===== config.mk =====
export PLATFORM = sky130hd
export DESIGN_NAME = periph_top
export DESIGN_NICKNAME = d
export VERILOG_FILES = /design/src/periph_pkg.sv /design/src/port_decode.sv /design/src/io_reg_bank.sv /design/src/ems_mapper.sv /design/src/readback_mux.sv /design/src/periph_top.sv
export SDC_FILE = /design/constraint.sdc
export NUM_CORES = 1
export LEC_CHECK = 0
export ABC_AREA = 1
export BUFFER_PORTS_ARGS = -buffer_cell sky130_fd_sc_hd__buf_2
export CORE_AREA = 2 2 102 104
export DETAILED_ROUTE_END_ITERATION = 12
export DIE_AREA = 0 0 104 106
export GPL_TIMING_DRIVEN = 1
export PLACE_DENSITY = 0.64
export SLEW_MARGIN = 20
export SYNTH_ARGS = -nofsm -noshare
export SYNTH_HDL_FRONTEND = slang
export SYNTH_SLANG_ARGS = --single-unit

===== constraint.sdc =====
create_clock -name clock -period 1.95 [get_ports clock]
set_input_delay 0.39 -clock clock [delete_from_list [all_inputs] [get_ports clock]]
set_output_delay 0.39 -clock clock [all_outputs]
set_load 0.05 [all_outputs]

===== src/periph_pkg.sv =====
//##########################################################################
// Shared types and constants of the XT peripheral block
// Decoded bus selects, EMS page entries, I/O port addresses,
// EMS window bases and bus widths
//##########################################################################

package periph_pkg;

    // Bus widths
    localparam int ADDR_W    = 20;
    localparam int DATA_W    = 8;
    localparam int BLK_COUNT = 8;
    localparam int PAGE_W    = 7;

    typedef logic [ADDR_W-1:0] addr_t;
    typedef logic [DATA_W-1:0] byte_t;

    // Decoded view of one ISA bus cycle, all active high
    typedef struct packed {
        // One per 32-port block: 0 DMA, 1 PIC, 2 PIT, 3 PPI, 4 DMA page
        logic [BLK_COUNT-1:0] blk_sel;
        logic                 ems_sel;
        logic                 lpt_sel;
        logic                 nmi_sel;
        // Any I/O strobe, with or without address enable
        logic                 iorq;
        logic                 rd;
        logic                 wr;
    } bus_sel_t;

    // One EMS page map entry
    typedef struct packed {
        logic              ena;
        logic [PAGE_W-1:0] page;
    } ems_entry_t;

    // I/O port addresses
    localparam logic [15:0] EMS_PORT_BASE = 16'h0260;
    localparam logic [15:0] LPT_PORT      = 16'h0378;
    localparam logic [15:0] NMI_PORT_BASE = 16'h00A0;

    // High nibble of the EMS window base
    localparam logic [3:0] EMS_WINDOW_A = 4'hA;
    localparam logic [3:0] EMS_WINDOW_C = 4'hC;
    localparam logic [3:0] EMS_WINDOW_D = 4'hD;

    // Four 16 KB pages fill one 64 KB window
    localparam int EMS_ENTRIES = 4;

    // Written to unmap a page, and read back from an unmapped one
    localparam byte_t EMS_UNMAPPED = 8'hFF;

    // Power-up value of the LPT and NMI latches
    localparam byte_t LATCH_RESET = 8'hFF;

endpackage


===== src/port_decode.sv =====
//##########################################################################
// ISA I/O port decoder
// Block selects for ports 000h-0FFh and register selects for EMS,
// LPT and the Tandy NMI mask
//##########################################################################

`timescale 1ns/1ps

module port_decode (
    input  periph_pkg::addr_t    address_i,
    input  logic                 address_enable_n_i,
    input  logic                 io_read_n_i,
    input  logic                 io_write_n_i,
    input  logic                 ems_enabled_i,
    input  logic                 tandy_video_i,
    output periph_pkg::bus_sel_t sel_o
);

    logic                             iorq;
    logic                             io_cycle;
    logic [15:0]                      port;
    logic [periph_pkg::BLK_COUNT-1:0] blk_onehot;
    logic                             ems_port_hit;
    logic                             lpt_port_hit;
    logic                             nmi_port_hit;

    assign port = address_i[15:0];
    assign iorq = ~io_read_n_i | ~io_write_n_i;

    // CPU I/O cycle, not a DMA transfer
    assign io_cycle = iorq & ~address_enable_n_i;

    // Motherboard devices sit below 100h in blocks of 32 ports
    always_comb begin
        blk_onehot = '0;
        if (io_cycle && (address_i[9:8] == 2'b00)) begin
            blk_onehot[address_i[7:5]] = 1'b1;
        end
    end

    // 260h-263h, one port per page entry
    assign ems_port_hit = (port[15:2] == periph_pkg::EMS_PORT_BASE[15:2]);

    assign lpt_port_hit = (port == periph_pkg::LPT_PORT);

    // 0A0h-0A7h mirror the same register
    assign nmi_port_hit = (port[15:3] == periph_pkg::NMI_PORT_BASE[15:3]);

    always_comb begin
        sel_o         = '0;
        sel_o.blk_sel = blk_onehot;
        sel_o.ems_sel = io_cycle & ems_enabled_i & ems_port_hit;
        sel_o.lpt_sel = io_cycle & lpt_port_hit;
        // NMI mask register only exists on the Tandy
        sel_o.nmi_sel = io_cycle & tandy_video_i & nmi_port_hit;
        sel_o.iorq    = iorq;
        sel_o.rd      = ~io_read_n_i;
        sel_o.wr      = ~io_write_n_i;
    end

endmodule


===== src/io_reg_bank.sv =====
//##########################################################################
// Indexed register bank for any packed payload
// One indexed write per cycle, asynchronous reset to a given value
//##########################################################################

`timescale 1ns/1ps

module io_reg_bank #(
    parameter type      payload_t   = periph_pkg::byte_t,
    parameter int       DEPTH       = 2,
    parameter payload_t RESET_VALUE = '0,
    localparam int      IDX_W       = (DEPTH > 1) ? $clog2(DEPTH) : 1
) (
    input  logic                 clock,
    input  logic                 reset,
    input  logic                 wr_en_i,
    input  logic [IDX_W-1:0]     wr_index_i,
    input  payload_t             wr_data_i,
    output payload_t [DEPTH-1:0] entries_o
);

    always_ff @(posedge clock, posedge reset) begin
        if (reset) begin
            for (int i = 0; i < DEPTH; i++) begin
                entries_o[i] <= RESET_VALUE;
            end
        end
        else if (wr_en_i) begin
            entries_o[wr_index_i] <= wr_data_i;
        end
    end

endmodule


===== src/ems_mapper.sv =====
//##########################################################################
// EMS page mapper
// Write staging, page entry storage and memory window strobes
//##########################################################################

`timescale 1ns/1ps

module ems_mapper #(
    parameter int  ENTRIES = periph_pkg::EMS_ENTRIES,
    localparam int IDX_W   = $clog2(ENTRIES)
) (
    input  logic                                  clock,
    input  logic                                  reset,
    input  periph_pkg::bus_sel_t                  sel_i,
    input  periph_pkg::addr_t                     address_i,
    input  periph_pkg::byte_t                     data_i,
    input  logic [1:0]                            ems_base_i,
    output periph_pkg::ems_entry_t [ENTRIES-1:0]  entries_o,
    output logic [ENTRIES-1:0]                    ems_window_o
);

    periph_pkg::ems_entry_t cur_entry;
    periph_pkg::ems_entry_t next_entry;
    logic                   stage_wr;
    logic [IDX_W-1:0]       stage_index;
    periph_pkg::ems_entry_t stage_entry;
    logic [3:0]             window_base;

    assign cur_entry = entries_o[address_i[IDX_W-1:0]];

    // FFh unmaps, below 80h maps, anything else keeps the entry
    always_comb begin
        if (data_i == periph_pkg::EMS_UNMAPPED) begin
            next_entry.ena  = 1'b0;
            next_entry.page = '1;
        end
        else if (~data_i[7]) begin
            next_entry.ena  = 1'b1;
            next_entry.page = data_i[periph_pkg::PAGE_W-1:0];
        end
        else begin
            next_entry = cur_entry;
        end
    end

    always_ff @(posedge clock, posedge reset) begin
        if (reset)
            stage_wr <= 1'b0;
        else
            stage_wr <= sel_i.ems_sel & sel_i.wr;
    end

    // Held for one cycle, committed on the next edge
    always_ff @(posedge clock) begin
        stage_index <= address_i[IDX_W-1:0];
        stage_entry <= next_entry;
    end

    io_reg_bank #(
        .payload_t   (periph_pkg::ems_entry_t),
        .DEPTH       (ENTRIES),
        .RESET_VALUE ('0)
    ) u_ems_bank (
        .clock       (clock),
        .reset       (reset),
        .wr_en_i     (stage_wr),
        .wr_index_i  (stage_index),
        .wr_data_i   (stage_entry),
        .entries_o   (entries_o)
    );

    always_comb begin
        case (ems_base_i)
            2'b00:   window_base = periph_pkg::EMS_WINDOW_A;
            2'b01:   window_base = periph_pkg::EMS_WINDOW_C;
            default: window_base = periph_pkg::EMS_WINDOW_D;
        endcase
    end

    // Page k covers the k-th 16 KB slot of the 64 KB window
    for (genvar k = 0; k < ENTRIES; k++) begin : g_window
        assign ems_window_o[k] = entries_o[k].ena & ~sel_i.iorq
                               & (address_i[19:14] == {window_base, 2'(k)});
    end

endmodule


===== src/readback_mux.sv =====
//##########################################################################
// CPU read-back of the system registers
// EMS entries first, then the LPT latch, then the NMI mask latch
//##########################################################################

`timescale 1ns/1ps

module readback_mux #(
    parameter int  ENTRIES = periph_pkg::EMS_ENTRIES,
    localparam int IDX_W   = $clog2(ENTRIES)
) (
    input  logic                                 clock,
    input  logic                                 reset,
    input  periph_pkg::bus_sel_t                 sel_i,
    input  periph_pkg::addr_t                    address_i,
    input  periph_pkg::ems_entry_t [ENTRIES-1:0] ems_entries_i,
    input  periph_pkg::byte_t                    lpt_i,
    input  periph_pkg::byte_t                    nmi_i,
    output periph_pkg::byte_t                    data_bus_out_o,
    output logic                                 data_bus_out_from_chipset_o
);

    periph_pkg::ems_entry_t ems_entry;
    periph_pkg::byte_t      ems_value;

    assign ems_entry = ems_entries_i[address_i[IDX_W-1:0]];

    // Unmapped pages read as FFh
    assign ems_value = ems_entry.ena ? periph_pkg::byte_t'(ems_entry.page)
                                     : periph_pkg::EMS_UNMAPPED;

    always_ff @(posedge clock, posedge reset) begin
        if (reset) begin
            data_bus_out_from_chipset_o <= 1'b0;
            data_bus_out_o              <= '0;
        end
        else if (sel_i.rd && sel_i.ems_sel) begin
            data_bus_out_from_chipset_o <= 1'b1;
            data_bus_out_o              <= ems_value;
        end
        else if (sel_i.rd && sel_i.lpt_sel) begin
            data_bus_out_from_chipset_o <= 1'b1;
            data_bus_out_o              <= lpt_i;
        end
        else if (sel_i.rd && sel_i.nmi_sel) begin
            data_bus_out_from_chipset_o <= 1'b1;
            data_bus_out_o              <= nmi_i;
        end
        else begin
            // Nobody drives the bus
            data_bus_out_from_chipset_o <= 1'b0;
            data_bus_out_o              <= '0;
        end
    end

endmodule


===== src/periph_top.sv =====
//##########################################################################
// XT peripheral block, I/O decode and system registers
// Port decoder, LPT and NMI latches, EMS mapper and read-back
//##########################################################################

`timescale 1ns/1ps

module periph_top #(
    parameter int EMS_ENTRIES = periph_pkg::EMS_ENTRIES
) (
    input  logic                             clock,
    input  logic                             reset,
    // ISA bus
    input  periph_pkg::addr_t                address_i,
    input  logic                             address_enable_n_i,
    input  logic                             io_read_n_i,
    input  logic                             io_write_n_i,
    input  periph_pkg::byte_t                data_i,
    // Configuration
    input  logic                             ems_enabled_i,
    input  logic [1:0]                       ems_base_i,
    input  logic                             tandy_video_i,
    // Decoded selects and strobes
    output logic [periph_pkg::BLK_COUNT-1:0] blk_sel_n_o,
    output logic [EMS_ENTRIES-1:0]           ems_window_o,
    // CPU read-back
    output periph_pkg::byte_t                data_bus_out_o,
    output logic                             data_bus_out_from_chipset_o
);

    localparam int LATCH_DEPTH = 2;
    localparam int LATCH_LPT   = 0;
    localparam int LATCH_NMI   = 1;

    periph_pkg::bus_sel_t                     sel;
    logic                                     latch_wr;
    logic                                     latch_index;
    periph_pkg::byte_t [LATCH_DEPTH-1:0]      latches;
    periph_pkg::ems_entry_t [EMS_ENTRIES-1:0] ems_entries;

    port_decode u_port_decode (
        .address_i          (address_i),
        .address_enable_n_i (address_enable_n_i),
        .io_read_n_i        (io_read_n_i),
        .io_write_n_i       (io_write_n_i),
        .ems_enabled_i      (ems_enabled_i),
        .tandy_video_i      (tandy_video_i),
        .sel_o              (sel)
    );

    // Chip selects for the motherboard devices are active low
    assign blk_sel_n_o = ~sel.blk_sel;

    // LPT data and NMI mask share one bank
    assign latch_wr    = (sel.lpt_sel | sel.nmi_sel) & sel.wr;
    assign latch_index = sel.nmi_sel ? 1'(LATCH_NMI) : 1'(LATCH_LPT);

    io_reg_bank #(
        .payload_t   (periph_pkg::byte_t),
        .DEPTH       (LATCH_DEPTH),
        .RESET_VALUE (periph_pkg::LATCH_RESET)
    ) u_latch_bank (
        .clock       (clock),
        .reset       (reset),
        .wr_en_i     (latch_wr),
        .wr_index_i  (latch_index),
        .wr_data_i   (data_i),
        .entries_o   (latches)
    );

    ems_mapper #(
        .ENTRIES      (EMS_ENTRIES)
    ) u_ems_mapper (
        .clock        (clock),
        .reset        (reset),
        .sel_i        (sel),
        .address_i    (address_i),
        .data_i       (data_i),
        .ems_base_i   (ems_base_i),
        .entries_o    (ems_entries),
        .ems_window_o (ems_window_o)
    );

    readback_mux #(
        .ENTRIES                     (EMS_ENTRIES)
    ) u_readback_mux (
        .clock                       (clock),
        .reset                       (reset),
        .sel_i                       (sel),
        .address_i                   (address_i),
        .ems_entries_i               (ems_entries),
        .lpt_i                       (latches[LATCH_LPT]),
        .nmi_i                       (latches[LATCH_NMI]),
        .data_bus_out_o              (data_bus_out_o),
        .data_bus_out_from_chipset_o (data_bus_out_from_chipset_o)
    );

endmodule


# After elaboration in Yosys (flattened, before gate mapping)
# Index checks and enable logic that the tools add are counted.
[totals] reg_bits=68 latchBits=0 mem_bits_rw=0 rom_bits=0 input_bits=37 output_inout_bits=21 wordCells=85 mem_count=0
[classes] n_addsub=0 n_mul=0 div_mod_pow=0 magnitude_cmp=7 eq_ne=9 shift=0 n_mux=21 bitwise=23 reduce_logical=9
[op_table] op="8-bit 2-to-1 mux" count=9
[op_table] op="32-bit bitwise mux" count=1
[op_table] op="6-bit == test" count=4
[op_table] op="1-bit bitwise AND" count=16
[op_table] op="8-bit binary-select mux with 2-bit select" count=1
[op_table] op="16-bit bitwise mux" count=1
[op_table] op="8-bit demux with 2-bit select" count=1
[op_table] op="16-bit by 10-bit == test with 1-bit output, second input constant" count=1
[op_table] op="14-bit by 8-bit == test with 1-bit output, second input constant" count=1
[op_table] op="13-bit by 5-bit == test with 1-bit output, second input constant" count=1
[op_table] op="8-bit demux with 1-bit select" count=1
[op_table] op="8-bit == test, second input constant" count=1
[op_table] op="8-bit inverter" count=1
[op_table] op="1-bit logical AND" count=7
[op_table] op="2-bit by 3-bit less-than comparator with 1-bit output, second input constant" count=2
[op_table] op="3-bit case mux with 2 select lines" count=1
[op_table] op="1-bit 2-to-1 mux" count=5
[op_table] op="2-bit logical NOT" count=2
[op_table] op="3-bit by 4-bit less-than comparator with 1-bit output, second input constant" count=1
[op_table] op="1-bit inverter" count=4
[op_table] op="1-bit demux with 3-bit select" count=1
[op_table] op="3-bit by 1-bit greater-or-equal comparator with 1-bit output, second input constant" count=1
[op_table] op="2-bit by 1-bit == test with 1-bit output, second input constant" count=1
[op_table] op="2-bit by 1-bit greater-or-equal comparator with 1-bit output, second input constant" count=1
[op_table] op="3 further kinds" count=4

# Depth between registers and ports, before layout
# Gate-level depths: netlist (run 1).
[logic_depth] depth_word=11 ltp_mapped=9 depth_no_buf=9

# Hierarchy
# A second synthesis (run 1) with hierarchy kept.
[hier_totals] cells_unflattened=591 hier_area_um2=4077.7
[modules_own_cells] module="io_reg_bank (u_ems_mapper.u_ems_bank)" n_inst=1 cells_each=144 area_each_um2=1411.4
[modules_own_cells] module="ems_mapper" n_inst=1 cells_each=170 area_each_um2=904.6
[modules_own_cells] module="readback_mux" n_inst=1 cells_each=137 area_each_um2=779.5
[modules_own_cells] module="io_reg_bank (u_latch_bank)" n_inst=1 cells_each=71 area_each_um2=700.7
[modules_own_cells] module="port_decode" n_inst=1 cells_each=58 area_each_um2=240.2
[modules_own_cells] module="periph_top" n_inst=1 cells_each=11 area_each_um2=41.3

# Worst setup path before layout (run 1)
# No wires, ideal clock.
[synth_path] path_kind="input-to-output" start="input ems_base_i[1]" end="output ems_window_o[0]" arrival_time_ns=2.013 path_slack_ns=-0.453 stages=7 path_buffers=0 cell_sequence="nor2_1 inv_1 nand2_1 nand2_1 nor3_1 inv_1 nor3_1"
[synth_via] elab_chain_len=4
[synth_lines] element="start: declaration" line="periph_top.sv:21" text="input logic [1:0] ems_base_i,"
[synth_lines] element="2-bit by 1-bit == test with 1-bit output or 2-bit logical NOT (tied branches)" line="ems_mapper.sv:73" text="case (ems_base_i)"
[synth_lines] element="3-bit case mux with 2 select lines *" line="ems_mapper.sv:73"
[synth_lines] element="6-bit == test *" line="ems_mapper.sv:83" text="& (address_i[19:14] == {window_base, 2'(k)});"
[synth_lines] element="1-bit bitwise AND *" line="ems_mapper.sv:83"
[synth_lines] element="end: declaration" line="periph_top.sv:25" text="output logic [EMS_ENTRIES-1:0] ems_window_o,"
# Every way passes the cells marked *; elsewhere a longest branch is shown, timed or not.

# Worst setup path in the final report (run 1)
[layout_path] start="input ems_base_i[1]" end="output ems_window_o[3]"
# The elaborated chain is that of the path after synthesis.

==> results.yml, run 1 <==
cts:
  cts-root-buf: "clkbuf_8"
  clk_pin_slew_ns: 0.08
  clock_latency_ns: 0.35
  numCtsBuffers: 9
  cts_tree: "done"
  clockBufferDepth: 2
  cts_num_sinks: 68
  htreeDepth: 3
  hold_buffers: 0
detailed_routing:
  avgRoutedWirePerCell_um: 12.90
  routed_via_density: 4.753
  dr.first_iter.drc_count: 234
  vias: 3042
  firstDrtPassIters: 5
  drc: 0
  wl_mm: 8.255
  drtAntennaViolNets: 0
logic_synthesis:
  yosysSeqAreaShare: 0.4950
  synth_most_common_cell: "nand2_1"
  synthAdderAreaFrac: 0
  yosysTopAreaCellShare: 0.3112
  synth_area_um2: 3377
  synthTopCellsByArea: "dfrtp_1, dfstp_2, nand2_1"
  synth_top_family_by_area: "simple AND/OR/NAND/NOR gates"
  yosys-top-cells-count: "nand2_1, nor2_1, inv_1"
  yosys.area_share.simple: 0.3009
  synth_area_leader_cell: "dfrtp_1"
  syn-num-nets: 472
  synth_mux_area_frac: 0
  yosys_warnings: 0
  synthArstFlopShare: 0.8529
  syn_inst: 435
  synthXorXnorAreaFrac: 0
  yosysUniqueCellTypes: 31
  synth_edf_count: 0
  synth_top_flop_cell: "dfrtp_1"
  syn_avg_cell_area_um2: 7.763
  synth-compound-area-share: 0.1175
  ys_seq_elements: 68
floorplan:
  die_w_um: 104
  rows: 37
  initial_core_util: 0.3377
  die_h_um: 106
  ios: 58
  dieArea_um2: 11020
  core_region_area_um2: 10000
placed_design:
  pre_cts_ws_ns: -0.07356
  dp_hpwl_mm: 6.102
  gp_congestion: 0.8628
  io_buffer_count: 57
job:
  maxCapViolations: 0
cells_and_area:
  drive_above_1_share: 0.2421
  syn2layout_area_growth_pct: 23.42
  final_nets: 536
  diodes: 0
  fillers: 1039
sta:
  finalSetupViolCount: 0
  fmax_mhz: 530.2
  slew_headroom: 0.6176
  hold_viol_final: 0
  period_share: 0.9673
  finClkSkew_ns: 0.009591
  worst_slew_pin_slew_ns: 0.5720
  whs_ns: 0.06838
  drv_slew: 0
  post-route-worst-setup-slack_ns: 0.06382
  finalCriticalPeriod_ns: 1.886
critical_path:
  slowest_delay_ns: 0.24
  rrSetupSlack_ns: 0.69
  cp_cell_sequence: "buf_2, nor2_4, or2_2, nand3_2, nor3_4, nand3_2, nor2_2, buf_6"
  critPathArrivalTime_ns: 1.50
  cp.required_ns: 1.56
  critPathCaptureType: "primary output"
  cp_slowest_cell: "nor3_4"
  crit_top_cell: "nand3_2"
  crit_type: "in2out"
  critPathTopFamily: "simple AND/OR/NAND/NOR gates"
  crit_buf_inv: 2
  start_kind: "primary input"
  critPathMaxFanout: 3
grt:
  grt_overflow_total: 0
  grt_pass1_vias: 2916
  antenna_found_initial: 0
  grt_max_degree: 37
  grt_pass1_wl_mm: 13.70
  grt_usage: 0.1540
worst_hold_path:
  min_path_type: "in2async"
pwr:
  peakVddDrop_v: 0.0002794
  powerDensity_nw_per_um2: 736.7
  p_leak_nw: 2.123
outcome:
  run_status: "finished, final reports clean"
[routing by layer]
metal  global-route usage  part of all wire  vias up
met1               0.1906              0.43     1426
li1                     -                 -     1522
met3              0.03250             0.042       12
met2               0.2636              0.51       82
met5                    0                 0        -
met4              0.06081             0.016        0
[state kept, by name, summed over array words and instances (netlist names)]
| signal | count |
|---|---|
| u_ems_mapper.stage_wr | 1 |
| u_readback_mux.data_bus_out_o | 8 |
| u_readback_mux.data_bus_out_from_chipset_o | 1 |
| u_ems_mapper.stage_entry | 8 |
| u_latch_bank.entries_o | 16 |
| u_ems_mapper.stage_index | 2 |
| u_ems_mapper.u_ems_bank.entries_o | 32 |
[area by class of cell]
cell class / count / area [µm²] / area share
Timing Repair Buffer: 66 / 390.4 / 0.09367
Multi-Input combinational cell: 292 / 1463 / 0.3509
Tap cell: 136 / 170.2 / 0.04083
Clock inverter: 6 / 112.6 / 0.02702
Clock buffer: 10 / 127.6 / 0.03062
Sequential cell: 68 / 1672 / 0.4011
Inverter: 62 / 232.7 / 0.05584
[placed cells by master, fill, tap and decap left out]
| cell | count |
|---|---|
| or2_1 | 1 |
| and2_1 | 1 |
| inv_2 | 3 |
| o22ai_1 | 8 |
| buf_2 | 53 |
| dfxtp_1 | 10 |
| o211ai_1 | 7 |
| nor2_2 | 7 |
| bufinv_16 | 3 |
| dfstp_2 | 16 |
| clkinvlp_4 | 3 |
| clkbuf_8 | 9 |
| o21ai_0 | 54 |
| nor2_8 | 1 |
| dfrtp_1 | 42 |
| a21oi_4 | 1 |
| nand3_4 | 2 |
| buf_6 | 4 |
| nor3_4 | 2 |
| nor2_1 | 60 |
| clkbuf_1 | 1 |
| nand4_4 | 1 |
| nand3b_1 | 2 |
| nor2_4 | 3 |
| buf_4 | 8 |
| nand3_2 | 2 |
| nand4_2 | 1 |
| buf_12 | 1 |
| nand3_1 | 14 |
| nor3_2 | 1 |
| o21a_1 | 1 |
| nand2_1 | 102 |
| clkinv_1 | 1 |
| inv_1 | 58 |
| or2_2 | 1 |
| nor4_1 | 3 |
| nand4_1 | 17 |
[metrics by stage]
| stage | std cells | area, µm² | util | total power, W | TNS, ns |
|---|---|---|---|---|---|
| after floorplan | 435 | 3393 | - | 0.001590 | -0.2687 |
| after global placement | 624 | 3869 | 0.3869 | 0.001689 | 0 |
| after detailed placement | 624 | 3869 | 0.3869 | 0.001695 | -0.1812 |
| after CTS | 640 | 4128 | 0.4128 | 0.003095 | 0 |
| after global routing | 640 | 4168 | 0.4168 | 0.003193 | -0.0004752 |
| final | 640 | 4168 | 0.4168 | 0.003070 | 0 |
[worst paths after layout]
kind                                                                   startpoint                                                 to  depth (start not counted)
max in group asynchronous                                                   reset                    u_ems_mapper.stage_wr$_DFF_PP0_                          3
worst max-delay path                                                ems_base_i[1]                                    ems_window_o[3]                          8
worst max register to register                    u_ems_mapper.stage_wr$_DFF_PP0_  u_ems_mapper.u_ems_bank.entries_o[27]$_DFFE_PP0P_                          2
worst min-delay path                                                        reset         u_readback_mux.data_bus_out_o[0]$_DFF_PP0_                          2
min in group clock                                                      data_i[2]             u_latch_bank.entries_o[10]$_DFFE_PP1P_                          3
worst min register to register  u_ems_mapper.u_ems_bank.entries_o[12]$_DFFE_PP0P_  u_ems_mapper.u_ems_bank.entries_o[12]$_DFFE_PP0P_                          2
[power by group]
| group | switching [W] | internal [W] | total, W |
|---|---|---|---|
| Clock | 0.000546 | 0.000849 | 0.00139 |
| Sequential | 0.00000561 | 0.00142 | 0.00143 |
| Combinational | 0.000166 | 0.0000795 | 0.000245 |
[logic make-up (layout without fill, tap and decap cells)]
kind of cell	count (synthesis)	count (layout)
AO/OA/AOI/OAI	71	71
buffers and inverters	75	144
flip-flops	68	68
AND/OR/NAND/NOR	221	221
[repair_timing]
action	in CTS	in global routing
hold endpoints to repair	0	0
gates resized for setup	6	11
setup endpoints to repair	4	4
setup buffers	0	0
pin swaps	0	3
[worst reg2reg max path, delay by kind of cell, from the launching register on]
family | cells | cell delay (ns)
and+or+nand+nor | 1 | 0.44
AOI/OAI and AO/OA | 1 | 0.33
DFF | 1 | 0.40
No activity file was read; power rests on OpenSTA's default activity.
==> run 2: changes to the inputs <==
- MAX_ROUTING_LAYER: default -> met4
==> results.yml, run 2 (same netlist as run 1, synthesis figures left out) <==
outcome:
  run_status: "finished, final reports clean"
cells_and_area:
  fillers: 1027
  multi_input_area_um2: 1436
  drive_above_1_share: 0.2306
  diodes: 0
  final_cell_count_no_fill: 639
  fin_area_um2: 4135
  final_common_cell: "nand2_1"
  reg.largest.list: "u_ems_mapper.u_ems_bank.entries_o (32), u_latch_bank.entries_o (16)"
  most-common-layout-cells: "nand2_1, nor2_1, inv_1, o21ai_0, buf_2"
  regMostFlops: "u_ems_mapper.u_ems_bank.entries_o"
  largest_reg_flops: 32
  seq_area_um2: 1672
  syn2layout_area_growth_pct: 22.45
  final_nets: 535
detailed_routing:
  routed_via_density: 4.696
  vias: 3001
  drtAntennaViolNets: 0
  drc: 0
  dr.first_iter.drc_count: 189
  wl_mm: 7.966
  avgRoutedWirePerCell_um: 12.47
  firstDrtPassIters: 5
sta:
  drv_slew: 0
  worst_slew_pin_slew_ns: 0.6040
  rsz0062_at_grt: "true"
  hold_viol_final: 0
  finClkSkew_ns: 0.009511
  slew_headroom: 0.5962
  finalSetupViolCount: 0
  period_share: 0.9487
  fmax_mhz: 540.6
  finalCriticalPeriod_ns: 1.850
floorplan:
  die_w_um: 104
  initial_core_util: 0.3377
  dieArea_um2: 11020
  die_h_um: 106
  core_region_area_um2: 10000
  rows: 37
  ios: 58
cts:
  cts-root-buf: "clkbuf_8"
  cts_tree: "done"
  hold_buffers: 0
  clock_latency_ns: 0.34
  clk_pin_slew_ns: 0.08
  htreeDepth: 3
  cts_num_sinks: 68
  numCtsBuffers: 9
  clockBufferDepth: 2
pwr:
  peakVddDrop_v: 0.0003056
  powerDensity_nw_per_um2: 749.2
  p_leak_nw: 2.128
  finalPower_w: 0.003098
placed_design:
  dp_hpwl_mm: 6.021
  io_buffer_count: 57
  dp_cells: 623
  gp_congestion: 0.8579
  post_dp_cell_area_um2: 3861
critical_path:
  timing.rr.end: "u_ems_mapper.u_ems_bank.entries_o[13]$_DFFE_PP0P_"
  timing.rr.start: "u_ems_mapper.stage_wr$_DFF_PP0_"
  crit_type: "in2out"
  rrSetupSlack_ns: 0.62
  critPathMaxFanout: 3
  start_kind: "primary input"
  reg2reg_depth: 2
  critPathCaptureType: "primary output"
  cp.required_ns: 1.56
  critPathArrivalTime_ns: 1.46
grt:
  grt_usage: 0.1572
  grt_pass1_vias: 2888
  grt_pass1_wl_mm: 13.68
  antenna_found_initial: 0
  grt_max_degree: 37
  grt_overflow_total: 0
job:
  maxCapViolations: 0
worst_hold_path:
  min_path_type: "in2async"
[run 2: changes by cell type in the layout (fill, tap and decap cells not counted), moves of 2 or more]
cell,before,now
nor2_1,60,62
nand3_1,14,16
nand3_2,2,0
clkinvlp_4,3,0
buf_6,4,2
[run 2: routing by layer]
metal / wire, µm / share of wire / track usage
met4: 110 / 0.014 / 0.06371
met1: 3543 / 0.44 / 0.1882
met2: 4026 / 0.51 / 0.2664
met3: 285 / 0.036 / 0.02514
met5: 0 / 0 / -
[run 2: worst max-delay path, stage by stage]
cell and delay (ns):
buf_2 0.11, nor2_2 0.13, inv_1 0.06, nand2_1 0.05, nand2_1 0.06, nor3_2 0.21, nand3_1 0.12, nor2_1 0.12
buf_4 0.21
[run 2: worst max-delay path by stage]
stage	slack [ns]	to	startpoint	depth (start not counted)
floorplan	-0.10	ems_window_o[1]	ems_base_i[1]	7
global placement	0.01	ems_window_o[2]	ems_base_i[1]	9
detailed placement	-0.01	ems_window_o[2]	ems_base_i[1]	9
CTS	0.01	ems_window_o[3]	ems_base_i[1]	9
global route	-0.04	ems_window_o[0]	ems_base_i[1]	9
finish	0.10	ems_window_o[3]	ems_base_i[1]	9
[run 2: power breakdown]
part | internal (W) | switching (W) | total, W | leakage [nW]
clock | 0.000892 | 0.000539 | 0.00143 | 0.124
combinational | 0.0000779 | 0.000159 | 0.000237 | 1.16
sequential | 0.00142 | 0.00000541 | 0.00143 | 0.840
[run 2: what timing repair did]
item / 4_1_cts / 5_1_grt
gates resized for setup: 2 / 8
endpoints found under the setup margin: 2 / 4
buffers inserted: 0 / 0
[run 2: area by class of cell]
| type | instances | area share |
|---|---|---|
| timing repair buffer | 65 | 0.09077 |
| sequential | 68 | 0.4042 |
| clock buffer | 11 | 0.03419 |
| tap | 136 | 0.04115 |
| clock inverter | 5 | 0.02602 |
| inverter | 62 | 0.05628 |
| multi-input combinational | 292 | 0.3474 |
[run 2: per-stage QoR]
step | TNS (ns) | util | hold slack [ns] | setup slack (ns)
4_1_cts | 0 | 0.4115 | 0.08007 | 0.01223
3_5_place_dp | -0.02125 | 0.3861 | 0.4539 | -0.01192
6_report | 0 | 0.4135 | 0.07645 | 0.1000
5_1_grt | -0.1017 | 0.4135 | 0.1017 | -0.03582
3_3_place_gp | 0 | 0.3861 | 0.4609 | 0.01144
2_1_floorplan | -0.2687 | - | 0.4177 | -0.1017
==> run 3: changes to the inputs <==
--- a/constraint.sdc
+++ b/constraint.sdc
@@ -3,2 +3,2 @@
 set_output_delay 0.39 -clock clock [all_outputs]
-set_load 0.05 [all_outputs]
+set_load 0.02 [all_outputs]
==> results.yml, run 3 (same netlist as run 1, synthesis figures left out) <==
sta:
  finalSetupTns_ns: 0
  finalSetupViolCount: 0
  rsz0062_at_grt: "true"
  finClkSkew_ns: 0.008318
  post-route-worst-setup-slack_ns: 0.07119
  finalCriticalPeriod_ns: 1.879
  fmax_mhz: 532.3
  worst_slew_pin_slew_ns: 0.5751
  drv_slew: 0
  period_share: 0.9635
  slew_headroom: 0.6155
  hold_viol_final: 0
floorplan:
  ios: 58
  initial_core_util: 0.3377
  die_h_um: 106
  core_region_area_um2: 10000
  dieArea_um2: 11020
  die_w_um: 104
  rows: 37
grt:
  grt_pass1_wl_mm: 13.74
  grt_pass1_vias: 2886
  grt_overflow_total: 0
  grt_max_degree: 33
  antenna_found_initial: 0
  grt_usage: 0.1598
detailed_routing:
  drtAntennaViolNets: 0
  drc: 0
  firstDrtPassIters: 4
  routed_via_density: 4.703
  avgRoutedWirePerCell_um: 12.77
  vias: 3010
  wl_mm: 8.175
  dr.first_iter.drc_count: 116
cts:
  clk_pin_slew_ns: 0.07
  numCtsBuffers: 9
  clock_latency_ns: 0.33
  cts_setup_buffers: 0
  cts_tree: "done"
  clockBufferDepth: 2
  cts_num_sinks: 68
  htreeDepth: 3
  cts-root-buf: "clkbuf_8"
cells_and_area:
  syn2layout_area_growth_pct: 20.45
  final_common_cell: "nand2_1"
  final_util: 0.4068
  largest_reg_flops: 32
  drive_above_1_share: 0.2262
  regMostFlops: "u_ems_mapper.u_ems_bank.entries_o"
  most-common-layout-cells: "nand2_1, nor2_1, inv_1, buf_2, o21ai_0"
  diodes: 0
  final_nets: 536
  reg.largest.list: "u_ems_mapper.u_ems_bank.entries_o (32), u_latch_bank.entries_o (16)"
placed_design:
  gp_congestion: 0.8437
  dp_hpwl_mm: 6.081
  pre_cts_ws_ns: -0.001815
  io_buffer_count: 57
outcome:
  run_status: "finished, final reports clean"
critical_path:
  critPathArrivalTime_ns: 1.49
  cp.required_ns: 1.56
  rrSetupSlack_ns: 0.63
  crit_type: "in2out"
  critPathCaptureType: "primary output"
  start_kind: "primary input"
  critPathMaxFanout: 3
job:
  maxCapViolations: 0
pwr:
  peakVddDrop_v: 0.0002951
  powerDensity_nw_per_um2: 691.0
  p_leak_nw: 2.092
worst_hold_path:
  min_path_type: "in2reg"
-- run 3: what timing repair did --
item,4_1_cts,5_1_grt
hold buffers,1,0
endpoints found under the hold margin,10,0
setup endpoints to repair,1,4
resized for setup,1,4
-- run 3: area by class of cell --
cell class | count | area [µm²]
well taps | 136 | 170.2
clock inverters | 4 | 50.05
inverters | 62 | 232.7
multi-input cells | 292 | 1425
flip-flops and latches | 68 | 1672
clock buffers | 12 | 145.1
fillers | 1062 | 5932
repair buffers | 66 | 372.9
-- run 3: metal layers --
metal | up-vias | share of wire | GRT usage
met1 | 1423 | 0.45 | 0.1873
li1 | 1522 | - | -
met3 | 6 | 0.037 | 0.03985
met5 | - | 0 | -
met2 | 59 | 0.51 | 0.2740
met4 | 0 | 0.0080 | 0.04633
-- run 3: final timing paths --
kind                                                                    from                                                end  cells after the start
min in group asynchronous                                              reset  u_ems_mapper.u_ems_bank.entries_o[24]$_DFFE_PP0P_                      3
max in group asynchronous                                              reset             u_latch_bank.entries_o[11]$_DFFE_PP1P_                      4
setup / recovery                                               ems_base_i[1]                                    ems_window_o[3]                      9
hold / removal                                                     data_i[5]             u_latch_bank.entries_o[13]$_DFFE_PP1P_                      3
setup reg to reg                             u_ems_mapper.stage_wr$_DFF_PP0_  u_ems_mapper.u_ems_bank.entries_o[31]$_DFFE_PP0P_                      2
hold reg to reg            u_ems_mapper.u_ems_bank.entries_o[18]$_DFFE_PP0P_  u_ems_mapper.u_ems_bank.entries_o[18]$_DFFE_PP0P_                      2
-- run 3: where the power goes --
group / internal (W) / total [W] / leakage [nW] / switching [W]
Sequential: 0.00142 / 0.00143 / 0.840 / 0.00000556
Clock: 0.000625 / 0.00114 / 0.0926 / 0.000519
Combinational: 0.0000793 / 0.000237 / 1.16 / 0.000158
-- run 3: critical path, cell delays in order --
cell	delay, ns
buf_2	0.12
nor2_2	0.13
inv_1	0.07
nand2_1	0.06
nand2_1	0.06
nor3_2	0.23
nand3_1	0.13
nor2_1	0.14
buf_4	0.16
-- run 3: metrics by stage --
stage	cell area (µm²)	instances	power (W)	hold WS [ns]
detailed placement	3845	623	0.001691	0.3565
floorplan	3377	435	0.001586	0.4177
CTS	4055	640	0.002842	0.2704
finish	4068	640	0.002811	0.2858
global placement	3845	623	0.001686	0.3454
global route	4068	640	0.002923	0.2995
